### src/source/sysctl_cfg_pkg.sv
`default_nettype none

package sysctl_cfg_pkg;

    // Stabilized board inputs
    localparam int SYNC_WIDTH = 9;

    // Bit positions inside the stabilizer vector
    localparam int SYNC_NRESET      = 0;
    localparam int SYNC_DTR         = 1;
    localparam int SYNC_SPI1_NINT   = 2;
    localparam int SYNC_SPI2_NINT   = 3;
    localparam int SYNC_SPI3_INT    = 4;
    localparam int SYNC_SPI4_GP     = 5;
    localparam int SYNC_FRAME_DRAWN = 6;
    localparam int SYNC_BOOT_MODE   = 7;
    localparam int SYNC_SELECT_HDMI = 8;

    // Bus sizes of the surrounding computer
    localparam int PC_WIDTH   = 27;
    localparam int VRAM_COUNT = 4;

    // About 2 ms at 50 MHz, long enough to see a blink
    localparam int DEFAULT_LED_MIN_CYCLES   = 100000;
    localparam int DEFAULT_DTR_PULSE_CYCLES = 64;

    // First address past the bootloader
    localparam logic [PC_WIDTH-1:0] DEFAULT_BOOT_DONE_PC = 27'hC02522;

endpackage

`default_nettype wire

### src/source/sysctl_state_pkg.sv
`default_nettype none

package sysctl_state_pkg;

    // Serial-port reset pulse FSM
    typedef enum logic [1:0] {
        DTR_IDLE     = 2'd0,
        DTR_PULSE    = 2'd1,
        DTR_WAIT_LOW = 2'd2
    } dtr_state_t;

    // Activity LED stretcher FSM
    typedef enum logic [1:0] {
        LED_IDLE     = 2'd0,
        LED_ON       = 2'd1,
        LED_HOLD_OFF = 2'd2
    } led_state_t;

endpackage

`default_nettype wire

### src/source/input_stabilizer.sv
`timescale 1ns/1ps
`default_nettype none

module input_stabilizer
    import sysctl_cfg_pkg::*;
#(
    parameter int WIDTH = SYNC_WIDTH
) (
    input  wire              clk,
    input  wire              rst_n,
    input  wire  [WIDTH-1:0] async_in,
    output logic [WIDTH-1:0] stable_out
);

    // First stage may go metastable, second stage settles it
    logic [WIDTH-1:0] meta_q;

    always_ff @(posedge clk) begin
        if (!rst_n) begin
            meta_q     <= '0;
            stable_out <= '0;
        end else begin
            meta_q     <= async_in;
            stable_out <= meta_q;
        end
    end

    // Fixed latency of two edges once both stages hold sampled data
    assert property (
        @(posedge clk) disable iff (!rst_n)
        $past(rst_n, 1) && $past(rst_n, 2) |-> stable_out == $past(async_in, 2)
    )
    else $error("input_stabilizer: output does not match input from two cycles ago");

endmodule

`default_nettype wire

### src/source/dtr_reset_pulse.sv
`timescale 1ns/1ps
`default_nettype none

module dtr_reset_pulse
    import sysctl_state_pkg::*;
#(
    parameter int PULSE_CYCLES = 64
) (
    input  wire  clk,
    input  wire  rst_n,
    input  wire  dtr,
    output logic dtr_reset
);

    localparam int CNT_W = $clog2(PULSE_CYCLES + 1);
    localparam logic [CNT_W-1:0] CNT_LAST = CNT_W'(PULSE_CYCLES - 1);

    dtr_state_t       state;
    logic             dtr_q;
    logic [CNT_W-1:0] cnt;
    logic             dtr_rise;

    // Port opening shows as a rising DTR line
    assign dtr_rise = dtr && !dtr_q;

    always_ff @(posedge clk) begin
        if (!rst_n) begin
            state     <= DTR_IDLE;
            dtr_q     <= 1'b0;
            cnt       <= '0;
            dtr_reset <= 1'b0;
        end else begin
            dtr_q <= dtr;
            case (state)
                DTR_IDLE: begin
                    if (dtr_rise) begin
                        state     <= DTR_PULSE;
                        cnt       <= '0;
                        dtr_reset <= 1'b1;
                    end
                end
                DTR_PULSE: begin
                    if (cnt == CNT_LAST) begin
                        state     <= DTR_WAIT_LOW;
                        dtr_reset <= 1'b0;
                    end else begin
                        cnt <= cnt + 1'b1;
                    end
                end
                DTR_WAIT_LOW: begin
                    // One pulse per port opening
                    if (!dtr) begin
                        state <= DTR_IDLE;
                    end
                end
                default: begin
                    state     <= DTR_IDLE;
                    dtr_reset <= 1'b0;
                end
            endcase
        end
    end

    assert property (
        @(posedge clk) disable iff (!rst_n)
        $rose(dtr_reset) |-> ##PULSE_CYCLES !dtr_reset
    )
    else $error("dtr_reset_pulse: reset pulse longer than PULSE_CYCLES");

    assert property (@(posedge clk) disable iff (!rst_n) dtr_reset == (state == DTR_PULSE))
    else $error("dtr_reset_pulse: output out of step with FSM state");

endmodule

`default_nettype wire

### src/source/activity_led.sv
`timescale 1ns/1ps
`default_nettype none

module activity_led
    import sysctl_state_pkg::*;
#(
    parameter int MIN_CYCLES = 100000
) (
    input  wire  clk,
    input  wire  rst_n,
    input  wire  activity,
    output logic led_n
);

    localparam int CNT_W = $clog2(MIN_CYCLES + 1);
    localparam logic [CNT_W-1:0] CNT_LAST = CNT_W'(MIN_CYCLES - 1);

    led_state_t       state;
    logic [CNT_W-1:0] cnt;
    logic             cnt_done;

    assign cnt_done = (cnt == CNT_LAST);

    always_ff @(posedge clk) begin
        if (!rst_n) begin
            state <= LED_IDLE;
            cnt   <= '0;
            led_n <= 1'b1;
        end else begin
            case (state)
                LED_IDLE: begin
                    if (activity) begin
                        state <= LED_ON;
                        cnt   <= '0;
                        led_n <= 1'b0;
                    end
                end
                LED_ON: begin
                    // New activity while lit does not extend the blink
                    if (cnt_done) begin
                        state <= LED_HOLD_OFF;
                        cnt   <= '0;
                        led_n <= 1'b1;
                    end else begin
                        cnt <= cnt + 1'b1;
                    end
                end
                LED_HOLD_OFF: begin
                    // Dark gap so steady traffic still blinks
                    if (cnt_done) begin
                        state <= LED_IDLE;
                    end else begin
                        cnt <= cnt + 1'b1;
                    end
                end
                default: begin
                    state <= LED_IDLE;
                    led_n <= 1'b1;
                end
            endcase
        end
    end

    assert property (@(posedge clk) disable iff (!rst_n) !led_n |-> state == LED_ON)
    else $error("activity_led: LED lit outside of LED_ON");

endmodule

`default_nettype wire

### src/source/status_led_bank.sv
`timescale 1ns/1ps
`default_nettype none

module status_led_bank
    import sysctl_cfg_pkg::*;
#(
    parameter int                  LED_MIN_CYCLES = DEFAULT_LED_MIN_CYCLES,
    parameter logic [PC_WIDTH-1:0] BOOT_DONE_PC   = DEFAULT_BOOT_DONE_PC
) (
    input  wire                  clk,
    input  wire                  rst_n,
    input  wire                  sys_reset,
    input  wire  [PC_WIDTH-1:0]  pc,
    input  wire                  usb0_cs_n,
    input  wire                  usb1_cs_n,
    input  wire                  eth_cs_n,
    input  wire                  flash_cs_n,
    input  wire                  ps2_int,
    input  wire  [VRAM_COUNT-1:0] vram_we,
    input  wire                  select_hdmi,
    input  wire                  qspi_mode,
    output logic                 led_usb0_n,
    output logic                 led_usb1_n,
    output logic                 led_eth_n,
    output logic                 led_flash_n,
    output logic                 led_ps2_n,
    output logic                 led_gpu_n,
    output logic                 led_booted_n,
    output logic                 led_hdmi_n,
    output logic                 led_qspi_n
);

    localparam int NUM_ACT = 6;

    logic [NUM_ACT-1:0] act;
    logic [NUM_ACT-1:0] act_led_n;

    // Chip selects are active low, activity is active high
    assign act[0] = !usb0_cs_n;
    assign act[1] = !usb1_cs_n;
    assign act[2] = !eth_cs_n;
    assign act[3] = !flash_cs_n;
    assign act[4] = ps2_int;
    // Any VRAM write counts as GPU traffic
    assign act[5] = |vram_we;

    for (genvar i = 0; i < NUM_ACT; i++) begin : gen_act_led
        activity_led #(
            .MIN_CYCLES (LED_MIN_CYCLES)
        ) u_activity_led (
            .clk      (clk),
            .rst_n    (rst_n),
            .activity (act[i]),
            .led_n    (act_led_n[i])
        );
    end

    assign led_usb0_n  = act_led_n[0];
    assign led_usb1_n  = act_led_n[1];
    assign led_eth_n   = act_led_n[2];
    assign led_flash_n = act_led_n[3];
    assign led_ps2_n   = act_led_n[4];
    assign led_gpu_n   = act_led_n[5];

    // Static LEDs, all dark while the system is held in reset
    assign led_booted_n = (pc < BOOT_DONE_PC) || sys_reset;
    assign led_hdmi_n   = !select_hdmi || sys_reset;
    assign led_qspi_n   = !qspi_mode || sys_reset;

endmodule

`default_nettype wire

### src/source/system_control.sv
`timescale 1ns/1ps
`default_nettype none

module system_control
    import sysctl_cfg_pkg::*;
#(
    parameter int                  LED_MIN_CYCLES   = DEFAULT_LED_MIN_CYCLES,
    parameter int                  DTR_PULSE_CYCLES = DEFAULT_DTR_PULSE_CYCLES,
    parameter logic [PC_WIDTH-1:0] BOOT_DONE_PC     = DEFAULT_BOOT_DONE_PC
) (
    input  wire                   clk,
    input  wire                   rst_n,
    // Asynchronous board inputs
    input  wire                   nreset,
    input  wire                   btn_l_n,
    input  wire                   btn_r_n,
    input  wire                   uart0_dtr,
    input  wire                   spi1_nint,
    input  wire                   spi2_nint,
    input  wire                   spi3_int,
    input  wire                   spi4_gp,
    input  wire                   frame_drawn,
    input  wire  [1:0]            dips,
    // Already in the clk domain
    input  wire  [PC_WIDTH-1:0]   pc,
    input  wire                   usb0_cs_n,
    input  wire                   usb1_cs_n,
    input  wire                   eth_cs_n,
    input  wire                   flash_cs_n,
    input  wire                   ps2_int,
    input  wire  [VRAM_COUNT-1:0] vram_we,
    input  wire                   qspi_mode,
    output logic                  sys_reset,
    output logic                  spi1_rst,
    output logic                  spi2_rst,
    output logic                  spi3_rst_n,
    output logic                  spi1_nint_s,
    output logic                  spi2_nint_s,
    output logic                  spi3_int_s,
    output logic                  spi4_gp_s,
    output logic                  frame_drawn_s,
    output logic                  boot_mode,
    output logic                  led_debug,
    output logic                  led_usb0_n,
    output logic                  led_usb1_n,
    output logic                  led_eth_n,
    output logic                  led_flash_n,
    output logic                  led_ps2_n,
    output logic                  led_gpu_n,
    output logic                  led_booted_n,
    output logic                  led_hdmi_n,
    output logic                  led_qspi_n
);

    logic [SYNC_WIDTH-1:0] sync_raw;
    logic [SYNC_WIDTH-1:0] sync_stable;
    logic                  dtr_reset;

    // Reset pin and both buttons pull the same line
    assign sync_raw[SYNC_NRESET]      = nreset && btn_l_n && btn_r_n;
    assign sync_raw[SYNC_DTR]         = uart0_dtr;
    assign sync_raw[SYNC_SPI1_NINT]   = spi1_nint;
    assign sync_raw[SYNC_SPI2_NINT]   = spi2_nint;
    assign sync_raw[SYNC_SPI3_INT]    = spi3_int;
    assign sync_raw[SYNC_SPI4_GP]     = spi4_gp;
    assign sync_raw[SYNC_FRAME_DRAWN] = frame_drawn;
    assign sync_raw[SYNC_BOOT_MODE]   = dips[0];
    assign sync_raw[SYNC_SELECT_HDMI] = dips[1];

    input_stabilizer #(
        .WIDTH (SYNC_WIDTH)
    ) u_input_stabilizer (
        .clk        (clk),
        .rst_n      (rst_n),
        .async_in   (sync_raw),
        .stable_out (sync_stable)
    );

    assign spi1_nint_s   = sync_stable[SYNC_SPI1_NINT];
    assign spi2_nint_s   = sync_stable[SYNC_SPI2_NINT];
    assign spi3_int_s    = sync_stable[SYNC_SPI3_INT];
    assign spi4_gp_s     = sync_stable[SYNC_SPI4_GP];
    assign frame_drawn_s = sync_stable[SYNC_FRAME_DRAWN];
    assign boot_mode     = sync_stable[SYNC_BOOT_MODE];

    // Lit while a host holds the serial port open
    assign led_debug = sync_stable[SYNC_DTR];

    dtr_reset_pulse #(
        .PULSE_CYCLES (DTR_PULSE_CYCLES)
    ) u_dtr_reset_pulse (
        .clk       (clk),
        .rst_n     (rst_n),
        .dtr       (sync_stable[SYNC_DTR]),
        .dtr_reset (dtr_reset)
    );

    // Global reset
    assign sys_reset = !sync_stable[SYNC_NRESET] || dtr_reset;

    // Resets of the external peripheral chips
    assign spi1_rst   = sys_reset;
    assign spi2_rst   = sys_reset;
    assign spi3_rst_n = !sys_reset;

    status_led_bank #(
        .LED_MIN_CYCLES (LED_MIN_CYCLES),
        .BOOT_DONE_PC   (BOOT_DONE_PC)
    ) u_status_led_bank (
        .clk          (clk),
        .rst_n        (rst_n),
        .sys_reset    (sys_reset),
        .pc           (pc),
        .usb0_cs_n    (usb0_cs_n),
        .usb1_cs_n    (usb1_cs_n),
        .eth_cs_n     (eth_cs_n),
        .flash_cs_n   (flash_cs_n),
        .ps2_int      (ps2_int),
        .vram_we      (vram_we),
        .select_hdmi  (sync_stable[SYNC_SELECT_HDMI]),
        .qspi_mode    (qspi_mode),
        .led_usb0_n   (led_usb0_n),
        .led_usb1_n   (led_usb1_n),
        .led_eth_n    (led_eth_n),
        .led_flash_n  (led_flash_n),
        .led_ps2_n    (led_ps2_n),
        .led_gpu_n    (led_gpu_n),
        .led_booted_n (led_booted_n),
        .led_hdmi_n   (led_hdmi_n),
        .led_qspi_n   (led_qspi_n)
    );

endmodule

`default_nettype wire

### config.mk
export PLATFORM = sky130hd
export DESIGN_NAME = system_control
export DESIGN_NICKNAME = d
export VERILOG_FILES = /design/src/source/sysctl_cfg_pkg.sv /design/src/source/sysctl_state_pkg.sv /design/src/source/input_stabilizer.sv /design/src/source/dtr_reset_pulse.sv /design/src/source/activity_led.sv /design/src/source/status_led_bank.sv /design/src/source/system_control.sv
export SDC_FILE = /design/constraint.sdc
export NUM_CORES = 1
export LEC_CHECK = 0
export ABC_AREA = 1
export BUFFER_PORTS_ARGS = -buffer_cell sky130_fd_sc_hd__buf_2
export CAP_MARGIN = 25
export CORE_MARGIN = 5
export CORE_UTILIZATION = 35
export DETAILED_ROUTE_END_ITERATION = 6
export GPL_TIMING_DRIVEN = 1
export PLACE_DENSITY = 0.51
export SYNTH_ARGS = -nofsm -noshare
export SYNTH_HDL_FRONTEND = slang
export SYNTH_SLANG_ARGS = --single-unit
export TNS_END_PERCENT = 10
### constraint.sdc
create_clock -name clk -period 1.6 [get_ports clk]
set_input_delay 0.32 -clock clk [delete_from_list [all_inputs] [get_ports clk]]
set_output_delay 0.32 -clock clk [all_outputs]
set_load 0.02 [all_outputs]
Word-level counts from Yosys, hierarchy flattened --
Cells that the tools add are included.
Word-level totals: flip-flop bits (word level) 149, bits in latches 0, bits in writable memories 0, memory bits (read-only) 0, input bits 50, logic and storage cells 212, memories 0
Operators by class: add/subtract/negate cells 7, multiply operators 0, div/mod/pow operators 0, magnitude comparators 1, equality and inequality tests 49, shifts and indexed selects 0, mux-type cells 76, bitwise gates (word level) 7, reductions and logical operators 48
Operators with widths (count):
- $mux W17 | 18
- $pmux W17 S3 | 6
- $add A17 B1 Y17 const B | 6
- $eq A17 B17 Y1 const B | 6
- $reduce_and A3 Y1 | 21
- $ne A2 B2 Y1 const B | 26
- $mux W2 | 21
- $pmux W2 S3 | 7
- $lt A27 B24 Y1 const B | 1
- $pmux W1 S3 | 7
- $reduce_bool A3 Y1 | 6
- $eq A2 B1 Y1 const B | 7
- $eq A2 B2 Y1 const B | 7
- $logic_not A2 Y1 | 7
- $mux W1 | 14
- $mux W7 | 2
- $pmux W7 S2 | 1
- $add A7 B1 Y7 const B | 1
- $eq A7 B6 Y1 const B | 1
- $not A1 Y1 | 7
- $logic_not A1 Y1 | 5
- $logic_or A1 B1 Y1 | 4
- $ne A2 B1 Y1 const B | 2
- $reduce_or A4 Y1 | 1
- 2 further kinds | 4

Logic depth before layout (Yosys ltp) --
Gate-level depths: netlist (run 1).
depth after elaboration 4, gate-level depth with buffers 13, gate-level depth less buffers 12

Hierarchy --
A second synthesis (run 1) with hierarchy kept.
Second synthesis, totals: cells, all modules 1498, area total of the unflattened synthesis 9362.7 µm²
By module, submodules not included:
- activity_led | instances 6, cells each 217, area each 1335.0 µm², sequential area each 400.4 µm²
- dtr_reset_pulse | instances 1, cells each 82, area each 570.5 µm², sequential area each 220.2 µm²
- input_stabilizer | instances 1, cells each 56, area each 529.3 µm², sequential area each 360.3 µm²
- status_led_bank | instances 1, cells each 50, area each 212.7 µm², sequential area each 0.0 µm²
- system_control | instances 1, cells each 8, area each 40.0 µm², sequential area each 0.0 µm²

Worst setup path after synthesis (run 1) --
Ideal clock, no wire load.
kind register to register, start reg u_status_led_bank.gen_act_led[3].u_activity_led.state[0], end reg u_status_led_bank.gen_act_led[3].u_activity_led.cnt[14], setup time 0.065 ns, arrival time 1.533 ns, required time 1.535 ns, slack 0.003 ns, cell stages (with the launch flop) 11, clock period less this slack 1.597 ns, cell sequence dfxtp_1 -> inv_1 -> ha_1 -> inv_1 -> nor3_1 -> inv_1 -> nor2_1 -> o21ai_0 -> nand2_1 -> nand2_1 -> nor2_1
Between the ends: longest elaborated chain between the ends 3, elaborated cells between the ends (all ways) 8, classes of those cells 4 x eq/ne; 1 x mux; 3 x reduce/logical
Ends and longest elaborated chain:
- start, declared | line activity_led.sv:18 | led_state_t state;
- start signal, assigned | line activity_led.sv:26 | state <= LED_IDLE;
- start signal, assigned | line activity_led.sv:33 | state <= LED_ON;
- start signal, assigned | line activity_led.sv:41 | state <= LED_HOLD_OFF;
- $eq A2 B2 Y1 (tied with other cells) | line activity_led.sv:30 | case (state)
- $ne A2 B2 Y1 (no source line) or $reduce_bool A3 Y1 (tied branches)
- $reduce_and A3 Y1 (no source line)
- end signal, assigned | line activity_led.sv:45 | cnt <= cnt + 1'b1;
- end signal, assigned | line activity_led.sv:53 | cnt <= cnt + 1'b1;
- end, declared | line activity_led.sv:19 | logic [CNT_W-1:0] cnt;
Parallel ways exist; a longest one is shown, timed or not. A chain may end at the register's enable or synchronous reset.

Worst setup path after layout (run 1) --
start in pc[26], end out led_booted_n
Between the ends: longest elaborated chain between the ends 2
Ends and longest elaborated chain:
- start, declared | line system_control.sv:25 | input wire [PC_WIDTH-1:0] pc,
- $lt A27 B24 Y1 | line status_led_bank.sv:66 | assign led_booted_n = (pc < BOOT_DONE_PC) || sys_reset;
- $logic_or A1 B1 Y1 | line status_led_bank.sv:66
- end, declared | line system_control.sv:50 | output logic led_booted_n,
No other way between the ends.

==> metrics, run 1 <==
DR vias/cell=between 4 and 5; setup TNS=-0.0373 ns; hold buffers post-CTS=0; total power=between 0.015 and 0.02 W; core area=0.0252 sq mm; Post-synth top cells=nand2_1, nor2_1, inv_1; Synth async-reset ratio=0%; gr usage total=around 16%; row cnt=58; largest net degree at the start of global routing=26; Num CTS Buffers=17; pwr/cell area=approximately 1300 mW/mm^2; Residual DRC=0; flops & latches, synth=about 150; internal power=0.00965 W; clock buffer depth=2; Clock H-tree levels=4; worst skew pair latency=0.43 ns; Main synth FF type=dfxtp_1; status=complete, but fails checks; P_leak=about 5.3 nW; first-pass GRT wire length=roughly 40,000 um; total via count in the routed design=between 9,000 and 10,000; Final Util=~49%; final setup violation count=1; WL/cell=~12 um; Detailed Routing Iterations Pass 1=5; R2R setup slack=0 ns; Final ANT Viol Nets=0; WL final=23,800 um; Crit. End Element=primary output; grt total ovfl=0; power share of the combinational group=between 40 and 50%; final net count=~1,700; design area=roughly 0.012 sq mm; CP startpoint kind=input port; top cell type by total area after synthesis=dfxtp_1; CTS tree=done; Net Sw Frac=38.1%; Hold Crit Depth=3; Worst R2R Path Depth=8; sw power=0.00594 W; initial antenna violation count=0; critical path's slowest cell=or2_4; chip width=170 um; worst-path cell chain=buf_2 -> or2_4 -> nor3_4 -> nand3_1 -> o211ai_1 -> nand2_1 -> buf_6; Starting DRT DRC Count=529; Cells after Synth=around 1,400; failing checks=negative setup slack; max_slew headroom=between 70% and 80%; Hold WS=between 0.06 and 0.07 ns; Final Hold Viols=0; Post-synth EDFFs=0; CTS sink cnt=149; power share of the clock group=a little over a quarter; Yosys top cell area share=33.3%; maximum VDD drop=712 uV; Total Die Area=just under 0.03 sq mm; HPWL Detailed=about 18,000 um; Die Y=170 um; PortBufs=a little under 70; GP Congestion=0.885; clk root buf=clkbuf_16; Distinct cells, synth=42; crit path max fanout=2; Placed Area=0.0110 sq mm; Post-Syn Nets=about 1,500; final cycle utilization of the critical path=102%; final worst slack=-0.0373 ns; Syn Area/Cell=roughly 6.4 sq um; sequential share of power=27.4%; hold path start=spi4_gp; Seq/Total Area, Yosys=33.3%; fillers=2,524; top post-synthesis cells by area=dfxtp_1, nand2_1, nor2_1, inv_1, nand3_1; Mapped Area=roughly 0.0090 sq mm; HP Class=input port to flop; f_max=611 MHz; unrepaired setup endpoints after global routing=true; Setup CP Type=input port to primary output; max incr delay on CP=~0.25 ns; I/O pin count=70; layout cell share with drive strength beyond 1=between 30% and 40%; Final Max Slew Viols=0; Tmin final=about 1.6 ns; hold endpoint=u_input_stabilizer.meta_q[5]; synth warn=0; CP arrival=approximately 1.3 ns; count leader, synth=nand2_1; initial core utilization=between 30% and 40%; worst path required time=about 1.3 ns; number of global-route vias before repair=about 8,900; CTS clk-pin slew, worst paths=~0.07 ns; Syn-to-layout area delta=38.1%; Worst Tran Pin Value=between 0.3 and 0.4 ns; antenna fix cells=0; clk_skew=~0.012 ns; Max Cap Viol=0
-- state kept, by name (all words and copies together), names as in the netlist --
name,count
u_dtr_reset_pulse.state,2
u_status_led_bank.gen_act_led.u_activity_led.state,12
u_dtr_reset_pulse.cnt,7
u_input_stabilizer.meta_q,9
u_input_stabilizer.stable_out,9
u_status_led_bank.gen_act_led.u_activity_led.cnt,102
u_dtr_reset_pulse.dtr_q,1
u_status_led_bank.gen_act_led.u_activity_led.led_n,6
u_dtr_reset_pulse.dtr_reset,1
-- power by group through the flow --
stage	sequential, W	clock (W)	combinational [W]
after floorplan	0.00437	0	0.00334
after global placement	0.00427	0	0.00629
after detailed placement	0.00428	0	0.00630
after CTS	0.00421	0.00437	0.00663
after global routing	0.00432	0.00450	0.00785
final	0.00427	0.00421	0.00710
-- worst max-delay path, delay by kind of cell --
kind / cells / cell delay (ns)
and+or+nand+nor: 4 / 0.60
AOI/OAI and AO/OA: 1 / 0.16
buffers and inverters: 2 / 0.23
-- how the worst max path moves through the flow --
| stage | startpoint | to | slack (ns) | depth (start not counted) |
|---|---|---|---|---|
| 2_1_floorplan | flop | flop | 0.003 | 10 |
| 3_3_place_gp | flop | flop | -0.23 | 10 |
| 3_5_place_dp | flop | flop | -0.22 | 10 |
| 4_1_cts | pc[26] | led_booted_n | -0.05 | 7 |
| 5_1_grt | pc[26] | led_booted_n | -0.12 | 7 |
| 6_report | pc[26] | led_booted_n | -0.04 | 7 |
-- routing by layer --
layer	up-vias	share of wire, %	GRT usage, %
li1	4994	-	-
met1	4221	49	21.9
met2	104	47	26.8
met3	21	2.7	3.00
met4	0	1.1	4.79
met5	-	0	0
-- cells by family (layout without fill, tap and decap cells) --
| family | Yosys count | count (layout) | share of synthesized area (%) |
|---|---|---|---|
| AND/OR/NAND/NOR | 818 | 818 | 40.7 |
| buffers and inverters | 232 | 502 | 10.6 |
| AO/OA/AOI/OAI | 159 | 159 | 10.1 |
| flip-flops | 149 | 149 | 33.3 |
| adder cells (fa/ha/maj) | 37 | 37 | 5.16 |
| XOR/XNOR | 2 | 2 | 0.195 |
-- repair_timing --
action / 4_1_cts / 5_1_grt
setup endpoints to repair: 89 / 123
resized for setup: 60 / 161
pin swaps: 14 / 43
setup buffers: 2 / 5
-- cell type report --
type | count | area (sq um) | share of cell area [%]
Clock buffer | 17 | 425 | 3.44
Inverter | 207 | 802 | 6.48
Clock inverter | 15 | 180 | 1.46
Tap cell | 330 | 413 | 3.34
Sequential cell | 149 | 3020 | 24.4
Multi-Input combinational cell | 1016 | 5590 | 45.2
Timing Repair Buffer | 263 | 1950 | 15.7
-- metrics by stage --
step                      setup slack [ns]  cells
after floorplan                    0.00269   1397
after global placement              -0.226   1958
after detailed placement            -0.218   1958
after CTS                          -0.0526   1992
after global routing                -0.124   1997
final                              -0.0373   1997
-- layout by cell type (no fill, tap or decap), drive strengths merged, types with 2 or more instances in the layout --
cell and n:
nor3b 2, dfxtp 149, o21bai 10, xnor2 2, ha 37, a211oi 5
a31o 3, nand2 366, nor4 3, nand3 124, o21ai 59, nand4 40
clkbuf 17, inv 218, nand3b 2, bufinv 2, nor3 40, o211ai 14
nor2 233, or2 8, buf 263, a21oi 64
(Power assumes the default switching activity.)
==> inputs of run 2 (changes only) <==
CELL_PAD_IN_SITES_DETAIL_PLACEMENT = 1   (was unset)
CELL_PAD_IN_SITES_GLOBAL_PLACEMENT = 2   (was unset)
CORE_UTILIZATION = 30   (was 35)
PLACE_DENSITY = 0.74   (was 0.51)
==> run 2 against run 1 <==
Against the previous run: the run still ends with negative setup slack left; setup slack worse by 0.17 ns; routed wire length is 19% higher; sequential share of layout area is 0.66 points lower; power is 3.2% higher; cell count is 4.0% higher; register-to-register slack worse by 0.10 ns; sequential power hardly changed; largest power group unchanged.
==> metrics, run 2 (synthesis gave the netlist of run 1 again) <==
largest net degree at the start of global routing=35 (+35%); Residual DRC=0 (unchanged); GP Congestion=0.846 (-4.4%); Largest register FFs=102 (unchanged); core area=0.0296 sq mm (+17%); setup TNS=-0.907 ns (-0.870 ns); Largest regs=u_status_led_bank.gen_act_led.u_activity_led.cnt (102), u_status_led_bank.gen_act_led.u_activity_led.state (12); worst skew pair latency=0.44 ns (about the same); initial antenna violation count=1 (+1); clk_skew=0.0104 ns (-0.00162 ns); met2 WL=14,400 um (+27%); CP startpoint kind=input port; Num CTS Buffers=17 (unchanged); HPWL Detailed=21,800 um (+23%); Most flops, register=u_status_led_bank.gen_act_led.u_activity_led.cnt; CTS tree=done; antenna fix cells=0 (unchanged); Tmin final=1.81 ns (+0.169 ns); final worst slack=-0.206 ns (-0.169 ns); Crit. End Element=primary output; Starting DRT DRC Count=314 (-41%); Final Util=43.2% (-5.9 points); clock buffer depth=2 (unchanged); Final ANT Viol Nets=0 (unchanged); CP arrival=1.49 ns (+0.17 ns); f_max=554 MHz (-9.3%); grt total ovfl=0 (unchanged); maximum VDD drop=758 uV (+6.4%); final net count=1,760 (+1.1%); max_slew headroom=72.5% (-2.1 points); most common cell after layout, fill and taps aside=nand2_1; Syn-to-layout area delta=42.6%; Worst R2R Path Depth=13 (+5); first-pass GRT wire length=47,300 um (+19%); DR vias/cell=4.69 (+0.38%); Max Cap Viol=0 (unchanged); clk root buf=clkbuf_16; number of global-route vias before repair=9,965 (+13%); Clock H-tree levels=4 (unchanged); failing checks=negative setup slack; crit path max fanout=2 (unchanged); Die Y=183 um (+7.5%); final cycle utilization of the critical path=113% (+11 points); Total Die Area=0.0334 sq mm (+16%); pwr/cell area=1260 mW/mm^2 (about the same); Worst Tran Pin Value=0.411 ns (+0.0330 ns); met1 wire length=13,000 um (+12%); CP endpoint=led_booted_n; CP Launch Point=pc[11]; gr usage total=16.8% (+0.54 points); HP Class=input port to flop; initial core utilization=30.3% (-5.3 points); Setup CP Type=input port to primary output; CTS clk-pin slew, worst paths=0.06 ns (about the same); R2R setup slack=-0.10 ns (-0.10 ns); layout cell share with drive strength beyond 1=33.4% (+3.2 points); status=complete, but fails checks; highest routed layer=met4; WL/cell=13.6 um (+14%); worst path required time=1.28 ns (about the same); total via count in the routed design=9,746 (+4.3%); WL final=28,300 um (+19%); Detailed Routing Iterations Pass 1=4 (-1); PortBufs=68 (unchanged); Hold Crit Depth=3 (unchanged); I/O pin count=70 (unchanged); final setup violation count=15 (+14); unrepaired setup endpoints after global routing=true; Final Max Slew Viols=0 (unchanged); chip width=183 um (+7.5%); most frequent cells in the layout=nand2_1, buf_4, inv_1; routed wl met3=605 um (-5.8%); row cnt=63 (+8.6%); CTS sink cnt=149 (unchanged); Final Hold Viols=0 (unchanged); P_leak=5.33 nW (+1.4%)
-- run 2: cell count changes in the layout (fill, tap and decap cells not counted), moves of 5 or more --
| cell | previous run | this run |
|---|---|---|
| nor3_2 | 8 | 13 |
| nand2_8 | 0 | 7 |
| dfxtp_2 | 27 | 35 |
| nand2_2 | 26 | 33 |
| nor2_1 | 189 | 179 |
| dfxtp_1 | 122 | 113 |
| inv_6 | 10 | 5 |
| nor2_4 | 14 | 20 |
| nand2_4 | 22 | 17 |
| nand2_1 | 318 | 309 |
| buf_4 | 178 | 198 |
-- run 2: what timing repair did --
item | CTS | global route
endpoints found under the setup margin | 105 | 126
resized for setup | 72 | 205
hold buffers | 0 | 0
hold endpoints to repair | 0 | 0
pin swaps | 13 | 45
setup buffers | 1 | 6
-- run 2: layer usage --
layer	track usage, %	up-vias
met5	0	-
met4	3.72	0
met3	2.70	20
met2	30.1	73
met1	21.4	4606
li1	-	5047
-- run 2: worst min-delay path by stage --
stage | endpoint | startpoint | slack, ns
floorplan | u_input_stabilizer.stable_out[0] | u_input_stabilizer.meta_q[0] | 0.39
detailed placement | u_input_stabilizer.stable_out[3] | u_input_stabilizer.meta_q[3] | 0.40
CTS | u_input_stabilizer.meta_q[1] | uart0_dtr | 0.04
global route | u_input_stabilizer.meta_q[3] | spi2_nint | 0.06
finish | u_input_stabilizer.meta_q[6] | frame_drawn | 0.07
global placement | u_input_stabilizer.stable_out[3] | u_input_stabilizer.meta_q[3] | 0.39
-- run 2: critical path: stages --
cell      delay, ns
buf_6          0.09
or2_4          0.24
nor3_2         0.15
nand3_1        0.09
o211ai_1       0.26
buf_4          0.17
nand2_2        0.04
buf_6          0.12
-- run 2: per-stage QoR --
stage / cell area, sq um / worst slack [ns] / hold WS [ns] / std cells / total power (W)
after CTS: 12100 / -0.290 / 0.0429 / 2071 / 0.0154
after floorplan: 8960 / 0.00269 / 0.390 / 1397 / 0.00771
after global routing: 12800 / -0.295 / 0.0606 / 2076 / 0.0172
after global placement: 11300 / -0.408 / 0.395 / 2038 / 0.0108
after detailed placement: 11300 / -0.414 / 0.402 / 2038 / 0.0110
final: 12800 / -0.206 / 0.0669 / 2076 / 0.0161
-- run 2: layout make-up --
class                           count  area [sq um]
Clock buffer                       17           425
Clock inverter                     15           148
Fill cell                        3824         16800
Inverter                          207           800
Multi-Input combinational cell   1016          5790
Sequential cell                   149          3030
Tap cell                          390           488
Timing Repair Buffer              282          2100
-- run 2: power by group --
part | total (W) | switching, W | internal [W]
Sequential | 0.00429 | 0.000222 | 0.00407
Clock | 0.00399 | 0.00181 | 0.00218
Combinational | 0.00780 | 0.00429 | 0.00351
Total | 0.0161 | 0.00632 | 0.00976
==> inputs of run 3 (changes only) <==
PLACE_DENSITY = 0.8   (was 0.74)
==> run 3 against run 2 <==
Against the previous run: final area decreased by 0.13%; the flow still finishes with violations (negative setup slack); worst hold slack got worse by 0.0014 ns; highest routed layer unchanged; clock skew increased by 0.0047 ns; count of clock-buffer cells in the layout increased by 3; sequential power about the same; setup slack improved by 0.16 ns; power increased by 0.33%.
==> metrics, run 3 (synthesis gave the netlist of run 1 again) <==
status=complete, but fails checks; final setup violation count=11 (-4); Tmin final=1.64 ns (-0.163 ns); CP startpoint kind=input port; Max Cap Viol=0 (unchanged); DR vias/cell=4.75 (+1.2%); gr usage total=16.8% (about the same); Crit. End Element=primary output; hold buffers post-CTS=0 (unchanged); GP Congestion=0.825 (-2.5%); critical path's slowest cell=or2_4; pwr/cell area=1260 mW/mm^2 (+0.46%); design area=0.0128 sq mm (-0.13%); clk_skew=0.0151 ns (+0.00468 ns); Hold WS=0.0655 ns (-0.00144 ns); grt total ovfl=0 (unchanged); chip width=183 um (unchanged); total via count in the routed design=9,855 (+1.1%); CTS clk-pin slew, worst paths=0.06 ns (about the same); first-pass GRT wire length=47,400 um (+0.15%); Final ANT Viol Nets=0 (unchanged); max incr delay on CP=0.26 ns (about the same); core area=0.0296 sq mm (unchanged); I/O pin count=70 (unchanged); number of global-route vias before repair=10,200 (+2.4%); Largest register FFs=102 (unchanged); Setup CP Type=input port to primary output; layout cell share with drive strength beyond 1=33.1% (-0.26 points); row cnt=63 (unchanged); max_slew headroom=70.6% (-1.9 points); HP Class=input port to flop; P_leak=5.35 nW (+0.29%); worst-path cell chain=buf_2 -> or2_4 -> nor3_4 -> nand3_1 -> o211ai_1 -> nand2_1 -> buf_6; HPWL Detailed=21,700 um (-0.61%); worst path required time=1.28 ns (about the same); CTS tree=done; Die Y=183 um (unchanged); maximum VDD drop=778 uV (+2.6%); R2R setup slack=-0.04 ns (+0.06 ns); Largest regs=u_status_led_bank.gen_act_led.u_activity_led.cnt (102), u_status_led_bank.gen_act_led.u_activity_led.state (12); initial antenna violation count=0 (-1); PortBufs=68 (unchanged); hold path start=spi2_nint; Starting DRT DRC Count=429 (+37%); final worst slack=-0.0428 ns (+0.163 ns); setup TNS=-0.210 ns (+0.697 ns); largest net degree at the start of global routing=28 (-20%); WL final=28,700 um (+1.6%); Final Max Slew Viols=0 (unchanged); most frequent cells in the layout=nand2_1, buf_4, inv_1; f_max=609 MHz (+9.9%); Placed Area=0.0112 sq mm (-0.84%); Final Util=43.2% (-0.055 points); Worst Tran Pin Value=0.440 ns (+0.0284 ns); initial core utilization=30.3% (unchanged); failing checks=negative setup slack; final cycle utilization of the critical path=103% (-10 points); CP arrival=1.32 ns (-0.17 ns); Most flops, register=u_status_led_bank.gen_act_led.u_activity_led.cnt; Final Hold Viols=0 (unchanged); CTS sink cnt=149 (unchanged); Hold Crit Depth=3 (unchanged); hold endpoint=u_input_stabilizer.meta_q[3]; final net count=1,758 (-0.11%); Total Die Area=0.0334 sq mm (unchanged); clk root buf=clkbuf_16; Clock H-tree levels=4 (unchanged); clock buffer depth=2 (unchanged); Worst R2R Path Depth=13 (unchanged); unrepaired setup endpoints after global routing=true; Num CTS Buffers=17 (unchanged); fillers=3,819 (-0.13%); WL/cell=13.9 um (+1.7%); crit path max fanout=2 (unchanged); most common cell after layout, fill and taps aside=nand2_1; Syn-to-layout area delta=42.4%; Residual DRC=0 (unchanged); worst skew pair latency=0.44 ns (about the same); antenna fix cells=0 (unchanged); Detailed Routing Iterations Pass 1=4 (unchanged)
## run 3: cell count changes in the layout (fill, tap and decap cells not counted), sizes merged
| cell | before | now |
|---|---|---|
| clkinv | 5 | 6 |
| bufinv | 1 | 2 |
| inv | 213 | 208 |
| buf | 282 | 280 |
| clkbuf | 17 | 20 |
## run 3: worst max-delay path, delay by kind of cell
| kind | cells | cell delay, ns |
|---|---|---|
| AO/OA/AOI/OAI | 1 | 0.17 |
| buffers and inverters | 2 | 0.22 |
| AND/OR/NAND/NOR | 4 | 0.60 |
## run 3: cell type report
cell class / instances / area, sq um / area share [%]
well taps: 390 / 488 / 3.82
flip-flops and latches: 149 / 3030 / 23.7
repair buffers: 280 / 2060 / 16.1
multi-input cells: 1016 / 5810 / 45.6
clock buffers: 20 / 447 / 3.50
inverters: 207 / 802 / 6.28
clock inverters: 12 / 129 / 1.01
## run 3: worst max-delay path by stage
stage	startpoint	endpoint	cells after the start
3_5_place_dp	flop	flop	10
2_1_floorplan	flop	flop	10
5_1_grt	flop	flop	12
4_1_cts	flop	flop	13
6_report	pc[11]	led_booted_n	7
3_3_place_gp	flop	flop	10
## run 3: where the power goes
part           switching, W  leakage, nW  internal [W]  total, W
Clock               0.00169        0.276       0.00233   0.00403
Sequential         0.000227         1.22       0.00407   0.00429
Combinational       0.00431         3.85       0.00351   0.00781
Total               0.00622         5.35       0.00991    0.0161
## run 3: metal layers
| metal | vias up | global-route usage, % | wire (um) |
|---|---|---|---|
| met2 | 63 | 31.0 | 14900 |
| met4 | 0 | 4.20 | 334 |
| met3 | 20 | 2.50 | 475 |
| met1 | 4744 | 20.6 | 13100 |
| met5 | - | 0 | 0 |
| li1 | 5028 | - | - |
## run 3: through the flow
| step | std cells | setup slack (ns) | total power [W] |
|---|---|---|---|
| 3_3_place_gp | 2027 | -0.211 | 0.0107 |
| 5_1_grt | 2074 | -0.131 | 0.0173 |
| 2_1_floorplan | 1397 | 0.00269 | 0.00771 |
| 4_1_cts | 2066 | -0.0774 | 0.0156 |
| 6_report | 2074 | -0.0428 | 0.0161 |
| 3_5_place_dp | 2027 | -0.204 | 0.0109 |
## run 3: timing repair
item                       4_1_cts  5_1_grt
cloned                           1        0
buffers inserted                 6        8
setup endpoints to repair      112      129
pin swaps                       29       55
gates resized for setup         99      178
